File: config.mk
export PLATFORM = sky130hd
export DESIGN_NAME = mipsControl
export DESIGN_NICKNAME = d
export VERILOG_FILES = /design/src/mipsCtrlPkg.sv /design/src/controlEncoder.sv /design/src/instrDecoder.sv /design/src/mipsControl.sv /design/src/stepSequencer.sv
export SDC_FILE = /design/constraint.sdc
export NUM_CORES = 1
export LEC_CHECK = 0
export ABC_AREA = 1
export BUFFER_PORTS_ARGS = -buffer_cell sky130_fd_sc_hd__buf_2
export CORE_MARGIN = 2
export CORE_UTILIZATION = 44
export DETAILED_ROUTE_END_ITERATION = 16
export GPL_TIMING_DRIVEN = 0
export PLACE_DENSITY = 0.84
export SYNTH_ARGS = -nofsm -noshare
export SYNTH_HDL_FRONTEND = slang
export SYNTH_HIERARCHICAL = 1
export SYNTH_SLANG_ARGS = --single-unit
File: constraint.sdc
create_clock -name clock -period 1.6 [get_ports clock]
set_input_delay 0.16 -clock clock [delete_from_list [all_inputs] [get_ports clock]]
set_output_delay 0.16 -clock clock [all_outputs]
set_load 0.05 [all_outputs]
File: src/mipsCtrlPkg.sv
package mipsCtrlPkg;

    // instruction fields
    localparam int OpcodeWidth = 6;
    localparam int FunctWidth = 6;
    localparam int OffsetWidth = 16;

    localparam logic [OpcodeWidth-1:0] opR = 6'd0;
    localparam logic [OpcodeWidth-1:0] opJ = 6'd2;
    localparam logic [OpcodeWidth-1:0] opAddi = 6'd8;
    localparam logic [OpcodeWidth-1:0] opHalt = 6'd63;

    localparam logic [FunctWidth-1:0] functSll = 6'd0;
    localparam logic [FunctWidth-1:0] functJr = 6'd8;
    localparam logic [FunctWidth-1:0] functAdd = 6'd32;
    localparam logic [FunctWidth-1:0] functSub = 6'd34;
    localparam logic [FunctWidth-1:0] functAnd = 6'd36;
    localparam logic [FunctWidth-1:0] functSlt = 6'd42;

    // sequencer phases
    localparam int PhaseWidth = 4;

    localparam logic [PhaseWidth-1:0] phFetchWait = 4'd0;
    localparam logic [PhaseWidth-1:0] phFetchLatch = 4'd1;
    localparam logic [PhaseWidth-1:0] phRegRead = 4'd2;
    localparam logic [PhaseWidth-1:0] phDecode = 4'd3;
    localparam logic [PhaseWidth-1:0] phAdd = 4'd4;
    localparam logic [PhaseWidth-1:0] phSub = 4'd5;
    localparam logic [PhaseWidth-1:0] phAnd = 4'd6;
    localparam logic [PhaseWidth-1:0] phAddi = 4'd7;
    localparam logic [PhaseWidth-1:0] phSll = 4'd8;
    localparam logic [PhaseWidth-1:0] phSlt = 4'd9;
    localparam logic [PhaseWidth-1:0] phJ = 4'd10;
    localparam logic [PhaseWidth-1:0] phJr = 4'd11;
    localparam logic [PhaseWidth-1:0] phHalt = 4'd12;

    // control word fields
    localparam int AluOpWidth = 3;
    localparam int SrcBWidth = 2;
    localparam int RegDestWidth = 2;
    localparam int MemToRegWidth = 4;
    localparam int ShiftCtrlWidth = 3;

    localparam logic [AluOpWidth-1:0] aluNone = 3'd0;
    localparam logic [AluOpWidth-1:0] aluAdd = 3'd1;
    localparam logic [AluOpWidth-1:0] aluSub = 3'd2;
    localparam logic [AluOpWidth-1:0] aluAnd = 3'd3;
    localparam logic [AluOpWidth-1:0] aluSlt = 3'd7;

    localparam logic [SrcBWidth-1:0] srcBReg = 2'd0;
    localparam logic [SrcBWidth-1:0] srcBFour = 2'd1;
    localparam logic [SrcBWidth-1:0] srcBImm = 2'd2;

    localparam logic [RegDestWidth-1:0] destRt = 2'd0;
    localparam logic [RegDestWidth-1:0] destRd = 2'd1;

    localparam logic [MemToRegWidth-1:0] wbAluOut = 4'd0;
    localparam logic [MemToRegWidth-1:0] wbSlt = 4'd4;
    localparam logic [MemToRegWidth-1:0] wbShift = 4'd8;

    localparam logic [ShiftCtrlWidth-1:0] shiftIdle = 3'd0;
    localparam logic [ShiftCtrlWidth-1:0] shiftLoad = 3'd1;
    localparam logic [ShiftCtrlWidth-1:0] shiftLeft = 3'd2;

    // low half of the instruction, R-type fields or I-type immediate
    typedef union packed {
        struct packed {
            logic [4:0] rd;
            logic [4:0] shamt;
            logic [FunctWidth-1:0] funct;
        } rType;
        logic [OffsetWidth-1:0] imm;
    } offsetWord;

endpackage

File: src/controlEncoder.sv
`timescale 1ns/1ps

module controlEncoder
    import mipsCtrlPkg::*;
#(
    parameter int StepWidth = 2
) (
    input  logic                      clock,
    input  logic                      reset,
    input  logic [PhaseWidth-1:0]     phase,
    input  logic [StepWidth-1:0]      step,
    output logic                      pcWrite,
    output logic                      irWrite,
    output logic                      regWrite,
    output logic                      aWrite,
    output logic                      bWrite,
    output logic                      aluOutWrite,
    output logic [AluOpWidth-1:0]     aluOp,
    output logic                      srcASel,
    output logic [SrcBWidth-1:0]      srcBSel,
    output logic [RegDestWidth-1:0]   regDestSel,
    output logic [MemToRegWidth-1:0]  memToRegSel,
    output logic                      pcSrcSel,
    output logic                      shiftAmtSel,
    output logic                      shiftSrcSel,
    output logic [ShiftCtrlWidth-1:0] shiftCtrl,
    output logic                      resetOut
);

    always_comb begin
        pcWrite = 1'b0;
        irWrite = 1'b0;
        regWrite = 1'b0;
        aWrite = 1'b0;
        bWrite = 1'b0;
        aluOutWrite = 1'b0;
        aluOp = aluNone;
        srcASel = 1'b0;
        srcBSel = srcBReg;
        regDestSel = destRt;
        memToRegSel = wbAluOut;
        pcSrcSel = 1'b0;
        shiftAmtSel = 1'b0;
        shiftSrcSel = 1'b0;
        shiftCtrl = shiftIdle;
        resetOut = reset || (phase == phHalt);

        if (!reset) begin
            case (phase)
                // alu computes pc + 4 while memory is busy
                phFetchWait: begin
                    aluOp = aluAdd;
                    srcBSel = srcBFour;
                end
                phFetchLatch: begin
                    aluOp = aluAdd;
                    srcBSel = srcBFour;
                    pcWrite = 1'b1;
                    irWrite = 1'b1;
                end
                phRegRead: begin
                    aWrite = 1'b1;
                    bWrite = 1'b1;
                end
                phAdd, phSub, phAnd: begin
                    srcASel = 1'b1;
                    aluOutWrite = 1'b1;
                    regDestSel = destRd;
                    regWrite = (step == StepWidth'(1));
                    case (phase)
                        phSub:   aluOp = aluSub;
                        phAnd:   aluOp = aluAnd;
                        default: aluOp = aluAdd;
                    endcase
                end
                phAddi: begin
                    srcASel = 1'b1;
                    srcBSel = srcBImm;
                    aluOutWrite = 1'b1;
                    aluOp = aluAdd;
                    regWrite = (step == StepWidth'(1));
                end
                // load the shifter, then two shift steps, result on the last
                phSll: begin
                    regDestSel = destRd;
                    if (step == '0) begin
                        shiftCtrl = shiftLoad;
                        shiftAmtSel = 1'b1;
                        shiftSrcSel = 1'b1;
                    end else begin
                        shiftCtrl = shiftLeft;
                    end
                    if (step == StepWidth'(2)) begin
                        regWrite = 1'b1;
                        memToRegSel = wbShift;
                    end
                end
                phSlt: begin
                    srcASel = 1'b1;
                    aluOp = aluSlt;
                    regDestSel = destRd;
                    memToRegSel = wbSlt;
                    regWrite = 1'b1;
                end
                phJ: begin
                    pcWrite = 1'b1;
                    pcSrcSel = 1'b1;
                end
                // jump target comes from register A
                phJr: begin
                    pcWrite = 1'b1;
                    srcASel = 1'b1;
                end
                default: begin
                end
            endcase
        end
    end

    // a write-back never overlaps an instruction fetch
    fetchVsWriteback: assert property (
        @(posedge clock) disable iff (reset)
        !(irWrite && regWrite)
    );

endmodule

File: src/instrDecoder.sv
`timescale 1ns/1ps

module instrDecoder
    import mipsCtrlPkg::*;
(
    input  logic [OpcodeWidth-1:0] opcode,
    input  offsetWord              offset,
    output logic [PhaseWidth-1:0]  execPhase
);

    logic [PhaseWidth-1:0] functPhase;

    // R-type instructions are told apart by funct alone
    always_comb begin
        case (offset.rType.funct)
            functAdd: functPhase = phAdd;
            functSub: functPhase = phSub;
            functAnd: functPhase = phAnd;
            functSll: functPhase = phSll;
            functSlt: functPhase = phSlt;
            functJr:  functPhase = phJr;
            default:  functPhase = phFetchWait;
        endcase
    end

    // unknown codes fall back to fetch, nothing gets written
    always_comb begin
        case (opcode)
            opR:     execPhase = functPhase;
            opAddi:  execPhase = phAddi;
            opJ:     execPhase = phJ;
            opHalt:  execPhase = phHalt;
            default: execPhase = phFetchWait;
        endcase
    end

endmodule

File: src/mipsControl.sv
`timescale 1ns/1ps

module mipsControl
    import mipsCtrlPkg::*;
#(
    parameter int MemWaitCycles = 3
) (
    input  logic                      clock,
    input  logic                      reset,
    input  logic [OpcodeWidth-1:0]    opcode,
    input  logic [OffsetWidth-1:0]    offset,
    output logic                      pcWrite,
    output logic                      irWrite,
    output logic                      regWrite,
    output logic                      aWrite,
    output logic                      bWrite,
    output logic                      aluOutWrite,
    output logic [AluOpWidth-1:0]     aluOp,
    output logic                      srcASel,
    output logic [SrcBWidth-1:0]      srcBSel,
    output logic [RegDestWidth-1:0]   regDestSel,
    output logic [MemToRegWidth-1:0]  memToRegSel,
    output logic                      pcSrcSel,
    output logic                      shiftAmtSel,
    output logic                      shiftSrcSel,
    output logic [ShiftCtrlWidth-1:0] shiftCtrl,
    output logic                      resetOut
);

    // two bits at least, so the three sll steps always fit
    localparam int StepWidth = ($clog2(MemWaitCycles) > 2) ? $clog2(MemWaitCycles) : 2;

    logic [PhaseWidth-1:0] execPhase;
    logic [PhaseWidth-1:0] phase;
    logic [StepWidth-1:0] step;

    instrDecoder i_decoder (
        .opcode   (opcode),
        .offset   (offset),
        .execPhase(execPhase)
    );

    stepSequencer #(
        .MemWaitCycles(MemWaitCycles),
        .StepWidth    (StepWidth)
    ) i_sequencer (
        .clock    (clock),
        .reset    (reset),
        .execPhase(execPhase),
        .phase    (phase),
        .step     (step)
    );

    controlEncoder #(
        .StepWidth(StepWidth)
    ) i_encoder (
        .clock      (clock),
        .reset      (reset),
        .phase      (phase),
        .step       (step),
        .pcWrite    (pcWrite),
        .irWrite    (irWrite),
        .regWrite   (regWrite),
        .aWrite     (aWrite),
        .bWrite     (bWrite),
        .aluOutWrite(aluOutWrite),
        .aluOp      (aluOp),
        .srcASel    (srcASel),
        .srcBSel    (srcBSel),
        .regDestSel (regDestSel),
        .memToRegSel(memToRegSel),
        .pcSrcSel   (pcSrcSel),
        .shiftAmtSel(shiftAmtSel),
        .shiftSrcSel(shiftSrcSel),
        .shiftCtrl  (shiftCtrl),
        .resetOut   (resetOut)
    );

endmodule

File: src/stepSequencer.sv
`timescale 1ns/1ps

module stepSequencer
    import mipsCtrlPkg::*;
#(
    parameter int MemWaitCycles = 3,
    parameter int StepWidth = 2
) (
    input  logic                  clock,
    input  logic                  reset,
    input  logic [PhaseWidth-1:0] execPhase,
    output logic [PhaseWidth-1:0] phase,
    output logic [StepWidth-1:0]  step
);

    localparam logic [StepWidth-1:0] LastWait = StepWidth'(MemWaitCycles - 1);
    // sll is the longest execute phase at three steps
    localparam int StepLimit = (MemWaitCycles > 3) ? MemWaitCycles : 3;

    logic [StepWidth-1:0] lastStep;
    logic [PhaseWidth-1:0] nextPhase;

    // final step index of the current phase
    always_comb begin
        case (phase)
            phFetchWait:                lastStep = LastWait;
            phAdd, phSub, phAnd, phAddi: lastStep = StepWidth'(1);
            phSll:                      lastStep = StepWidth'(2);
            default:                    lastStep = '0;
        endcase
    end

    // where the phase goes once its last step is done
    always_comb begin
        case (phase)
            phFetchWait:  nextPhase = phFetchLatch;
            phFetchLatch: nextPhase = phRegRead;
            phRegRead:    nextPhase = phDecode;
            phDecode:     nextPhase = execPhase;
            phHalt:       nextPhase = phHalt;
            default:      nextPhase = phFetchWait;
        endcase
    end

    always_ff @(posedge clock) begin
        if (reset) begin
            phase <= phFetchWait;
            step <= '0;
        end else if (step == lastStep) begin
            phase <= nextPhase;
            step <= '0;
        end else begin
            step <= step + 1'b1;
        end
    end

    // the wait counter must wrap before the memory latency is exceeded
    stepBound: assert property (
        @(posedge clock) disable iff (reset)
        step < StepLimit
    );

    // halt is sticky, only reset brings the unit back to fetch
    haltHold: assert property (
        @(posedge clock) disable iff (reset)
        phase == phHalt |=> phase == phHalt
    );

endmodule
Word level (Yosys, flattened, before mapping)
Cells that the tools add are included.
W data, S select, Z words.
{ "classes": {"addsub": 1, "n_eq_ne": 23, "mux": 35, "n_reduce_logical": 14} }
{ "ops": {"columns": ["op", "count"], "rows": [
  ["$eq A6 B6 Y1 const B", 5],
  ["$pmux W4 S6", 1],
  ["$eq A4 B4 Y1 const B", 5],
  ["$pmux W4 S5", 1],
  ["$mux W1", 18],
  ["$eq A4 B3 Y1 const B", 4],
  ["$pmux W4 S4", 1],
  ["$eq A6 B4 Y1 const B", 2],
  ["$logic_not A6 Y1", 2],
  ["$pmux W2 S2", 3],
  ["$mux W3", 3],
  ["$pmux W3 S3", 1],
  ["$reduce_or A3 Y1", 3],
  ["$eq A4 B2 Y1 const B", 2],
  ["$mux W4", 2],
  ["$pmux W4 S2", 1],
  ["$eq A6 B2 Y1 const B", 1],
  ["$mux W2", 3],
  ["$reduce_or A2 Y1", 3],
  ["$reduce_or A6 Y1", 1],
  ["$reduce_or A5 Y1", 1],
  ["$eq A4 B1 Y1 const B", 1],
  ["$logic_not A4 Y1", 1],
  ["$reduce_or A4 Y1", 1],
  ["other kinds (7)", 7]
]} }
{ "word_totals": {"regBits": 6, "inputBits": 24, "output_inout_bits": 25, "elab_cells": 75} }

Logic depth before layout (Yosys ltp)
{ "logic_depth": {"depth_word": 5, "mapped_depth": 12, "mapped_depth_nobuf": 12} }

By module
Netlist, hierarchy kept.
{ "by_module_without_submodules": {"columns": ["mod", "n_inst", "cells_each", "area_per_inst_um2", "seq_area_each_um2"], "rows": [
  ["stepSequencer", 1, 59, 376.6, 120.1],
  ["controlEncoder", 1, 58, 301.5, 0.0],
  ["instrDecoder", 1, 52, 231.5, 0.0]
]} }

Least setup slack after synthesis
OpenSTA, ideal clock, no wires.
{ "synth_path": {"path_type": "register to output", "from": "register i_sequencer.phase[1]", "to": "output port shiftCtrl[0]", "arrival_ns": 1.817, "required_time_ns": 1.440, "path_slack_ns": -0.377, "stages_incl_launch_ff": 6, "n_path_buf": 2, "cell_sequence": "dfxtp_1 -> buf_6 -> nor2_1 -> nand3_2 -> nor3_2 -> buf_4"} }
{ "synth_via": {"elab_chain_len": 3} }
{ "synth_lines": {"columns": ["item", "line", "rtl"], "rows": [
  ["start: declaration", "stepSequencer.sv:12", "output logic [PhaseWidth-1:0] phase,"],
  ["start signal: assignment", "stepSequencer.sv:47", "phase <= phFetchWait;"],
  ["start signal: assignment", "stepSequencer.sv:50", "phase <= nextPhase;"],
  ["$eq A4 B4 Y1", "controlEncoder.sv:49", "case (phase)"],
  ["$mux W3", "controlEncoder.sv:49", null],
  ["$mux W3", "controlEncoder.sv:48", "if (!reset) begin"],
  ["end: declaration", "mipsControl.sv:26", "output logic [ShiftCtrlWidth-1:0] shiftCtrl,"]
]} }
No other way between the ends.

Worst setup path after layout
{ "layout_path": {"from": "register i_sequencer.phase[3]", "to": "output port shiftSrcSel"} }
{ "layout_via": {"elab_chain_len": 3} }
{ "layout_lines": {"columns": ["item", "line", "rtl"], "rows": [
  ["$eq A4 B4 Y1", "controlEncoder.sv:49", null],
  ["$mux W1", "controlEncoder.sv:49", null],
  ["$mux W1", "controlEncoder.sv:48", null],
  ["end: declaration", "mipsControl.sv:25", "output logic shiftSrcSel,"]
]} }
No other way between the ends.

==> flow_metrics.env <==
export IMPL_synth_largest_area_cell="sky130_fd_sc_hd__nand2_1"
export IMPL_routed_top_layer="met4"
export IMPL_route_detailed_drc=0
export IMPL_postSynth_asyncResetShare_pct=0
export IMPL_status="finished clean"
export IMPL_clock_sinks=6
export IMPL_dpl_hpwl_um=1620
export IMPL_routabilityCongestion=0.766
export IMPL_fmax_ghz=0.626
export IMPL_synth_seq_area_share_pct=13.2
export IMPL_average_wire_per_cell_in_the_routed_design_um=8.48
export IMPL_floorplan_initialDensity_pct=46.4
export IMPL_grt_antenna_before_repair=0
export IMPL_rsz0062_at_grt="true"
export IMPL_layout_min_cycle_time_ns=1.60
export IMPL_critical_path_startpoint_type="flop"
export IMPL_final_common_cell="sky130_fd_sc_hd__nand2_1"
export IMPL_flow_area_growth_from_synthesis_pct=40.3
export IMPL_clk_path_buf_depth=2
export IMPL_setup_ws_post_layout_ns=0.00302
export IMPL_cap_violations=0
export IMPL_buffers_on_ports=34
export IMPL_crit_fanout=5
export IMPL_worstHoldPathCells=4
export IMPL_grt_max_degree=10
export IMPL_ys_seq_elements=6
export IMPL_detailroute_via_count=1099
export IMPL_timing_hold_worst_class="in -> reg"
export IMPL_routed_wl_met3_um=116
export IMPL_crit_required_ns=1.44
export IMPL_combPwrFrac_pct=70.1
export IMPL_syn_mean_instance_area_um2=5.38
export IMPL_die_area_mm2=0.00245
export IMPL_first_global_vias=929
export IMPL_final_layout_net_count=237
export IMPL_io_pins=49
export IMPL_floorplan_die_width_um=49.5
export IMPL_post_syn_area_um2=910
export IMPL_r2r_worst_path_cells=7
export IMPL_netlist_cell_type_count=23
export IMPL_path_class="reg -> out"
export IMPL_worst_r2r_endpoint="i_sequencer/phase[2]"
export IMPL_cp_slowest_stage_delay_ns=0.37
export IMPL_power_per_cell_area_mw_per_mm2=1300
export IMPL_synth_area_leaders="sky130_fd_sc_hd__nand2_1 (17%), sky130_fd_sc_hd__dfxtp_1 (13%), sky130_fd_sc_hd__inv_1 (12%)"
export IMPL_postRouteWirelength_um=2020
export IMPL_ctsHoldBuffers=0
export IMPL_wl_met1_um=933
export IMPL_crit_slowest_cell="sky130_fd_sc_hd__dfxtp_4"
export IMPL_cts_buffers_inserted=3
export IMPL_cts_tree="done"
export IMPL_fp_coreArea_mm2=0.00196
export IMPL_number_of_cell_rows=16
export IMPL_drive_gt1_share_pct=38.9
export IMPL_area_sequential_um2=134
export IMPL_hold_violations=0
export IMPL_leakagePower_nw=0.706
export IMPL_clkSlewWorstSetupHoldPaths_ns=0.05
export IMPL_layout_worst_path_cycle_share_pct=99.8
export IMPL_grt_pass1_wl_um=3650
export IMPL_final_cell_mix="sky130_fd_sc_hd__nand2_1 (41), sky130_fd_sc_hd__inv_1 (30), sky130_fd_sc_hd__buf_2 (24)"
export IMPL_worst_ep_arrival_time_ns=1.44
export IMPL_globalRouteOverflowTotal=0
export IMPL_finalMaxSlewViolations=0
export IMPL_timing_rr_start="i_sequencer/phase[3]"
export IMPL_worst_skew_pair_late_latency_ns=0.25
export IMPL_power_switching_w=0.000976
export IMPL_clock_tree_root_cell="sky130_fd_sc_hd__clkbuf_4"
export IMPL_dieHeight_um=49.5
export IMPL_power_frac_clock_pct=8.7
export IMPL_synth_top_cell_area_share_pct=17.3
export IMPL_power_share_sequential_pct=21.3
export IMPL_p_sw_share_pct=58.7
export IMPL_power_internal_w=0.000688
export IMPL_multiInputGateArea_um2=659
export IMPL_fin_area_mm2=0.00128
export IMPL_r2r_setup_slack_ns=0.32
export IMPL_drt_initial_drc_count=23
export IMPL_worstHoldEndpoint="i_sequencer/phase[1]"
export IMPL_met2_wirelength_um=964
export IMPL_ir_drop_mv=0.703
export IMPL_dr_vias_cell=4.62
export IMPL_synth_edff_count=0
export IMPL_grt_total_usage_pct=18.2
export IMPL_fillCellCount=184
export IMPL_number_of_levels_in_the_clock_h_tree=1
export IMPL_place_ws_ns=0.0381
export IMPL_min_delay_start="reset"
export IMPL_synth_cells=169
export IMPL_synth_ff_type="sky130_fd_sc_hd__dfxtp_1"
export IMPL_setup_violations_final=0
export IMPL_placement_cell_area_mm2=0.00116
export IMPL_skew_ns=0.0110
export IMPL_postRouteAntennaNets=0
export IMPL_timing_critical_path_cells="inv_4 > nor2_4 > nand3_4 > nor3_4 > buf_6 > buf_8"
export IMPL_power_after_layout_w=0.00166
export IMPL_synth_yosys_warnings=6
export IMPL_critPathCaptureType="output pin"
export IMPL_drt_pass1_iter_count=4
export IMPL_n_antenna_cell=0
[power by group through the flow]
stage               logic, W  registers, W  clock network, W
global route         0.00129      0.000370          0.000157
floorplan           0.000910      0.000303                 0
CTS                  0.00112      0.000334          0.000146
global placement     0.00107      0.000325                 0
finish               0.00117      0.000354          0.000144
detailed placement   0.00108      0.000326                 0
[timing repair]
action	CTS	global route
setup buffers	0	3
pin swaps	1	4
endpoints found under the setup margin	15	15
resized for setup	13	15
hold endpoints to repair	0	0
[metal layers]
metal,vias up,GRT usage [%]
li1,599,-
met1,462,21.8
met2,36,33.6
met3,2,4.24
met4,0,2.78
met5,-,0
[cells in the mapped netlist (2+ instances only)]
| master | instances |
|---|---|
| sky130_fd_sc_hd__a21oi_1 | 3 |
| sky130_fd_sc_hd__a21oi_2 | 2 |
| sky130_fd_sc_hd__buf_4 | 8 |
| sky130_fd_sc_hd__dfxtp_1 | 6 |
| sky130_fd_sc_hd__inv_1 | 30 |
| sky130_fd_sc_hd__inv_2 | 2 |
| sky130_fd_sc_hd__nand2_1 | 42 |
| sky130_fd_sc_hd__nand2_2 | 4 |
| sky130_fd_sc_hd__nand3_1 | 20 |
| sky130_fd_sc_hd__nand3_2 | 2 |
| sky130_fd_sc_hd__nand4_1 | 2 |
| sky130_fd_sc_hd__nor2_1 | 27 |
| sky130_fd_sc_hd__nor2_2 | 7 |
| sky130_fd_sc_hd__nor2_4 | 2 |
| sky130_fd_sc_hd__o21ai_0 | 4 |
[through the flow]
stage          instances  utilization, %  TNS [ns]  hold WS, ns
6_report             238            65.1         0        0.290
5_1_grt              238            65.1    -0.217        0.309
4_1_cts              236            62.0   -0.0227        0.277
3_5_place_dp         233            59.1         0        0.525
3_3_place_gp         233            59.1         0        0.524
2_1_floorplan        172               -    -0.191        0.354
[sequential cells by signal, indices dropped and copies added (netlist names)]
name	flops
i_sequencer/phase	4
i_sequencer/step	2
[area by class of cell]
cell class	count	share of cell area, %
multi-input combinational	125	51.7
timing repair buffer	37	18.5
sequential	6	10.5
inverter	32	9.61
buffer	8	5.29
tap	27	2.65
clock buffer	3	1.76
[critical path: cells and delay by family, from the launching register on]
kind          cells  cell delay (ns)
buf+inv           3             0.30
simple gates      3             0.50
flops             1             0.37
[worst max-delay path by stage]
stage / start / endpoint / slack, ns
final: i_sequencer/phase[3] / shiftSrcSel / 0.003
after detailed placement: i_sequencer/phase[3] / shiftCtrl[0] / 0.04
after CTS: i_sequencer/phase[1] / shiftCtrl[0] / -0.02
after global placement: i_sequencer/phase[3] / shiftCtrl[0] / 0.06
after global routing: i_sequencer/phase[3] / shiftSrcSel / -0.07
after floorplan: i_sequencer/phase[1] / shiftCtrl[0] / -0.12
[cells by family (layout without fill, tap and decap cells)]
logic type      Yosys count  after routing  synth area share [%]
other cells               1              4                 0.412
compound gates           11             11                  7.15
flops                     6              6                  13.2
simple gates            110            110                  58.2
buf+inv                  41             80                  21.0
(Power assumes the default switching activity.)
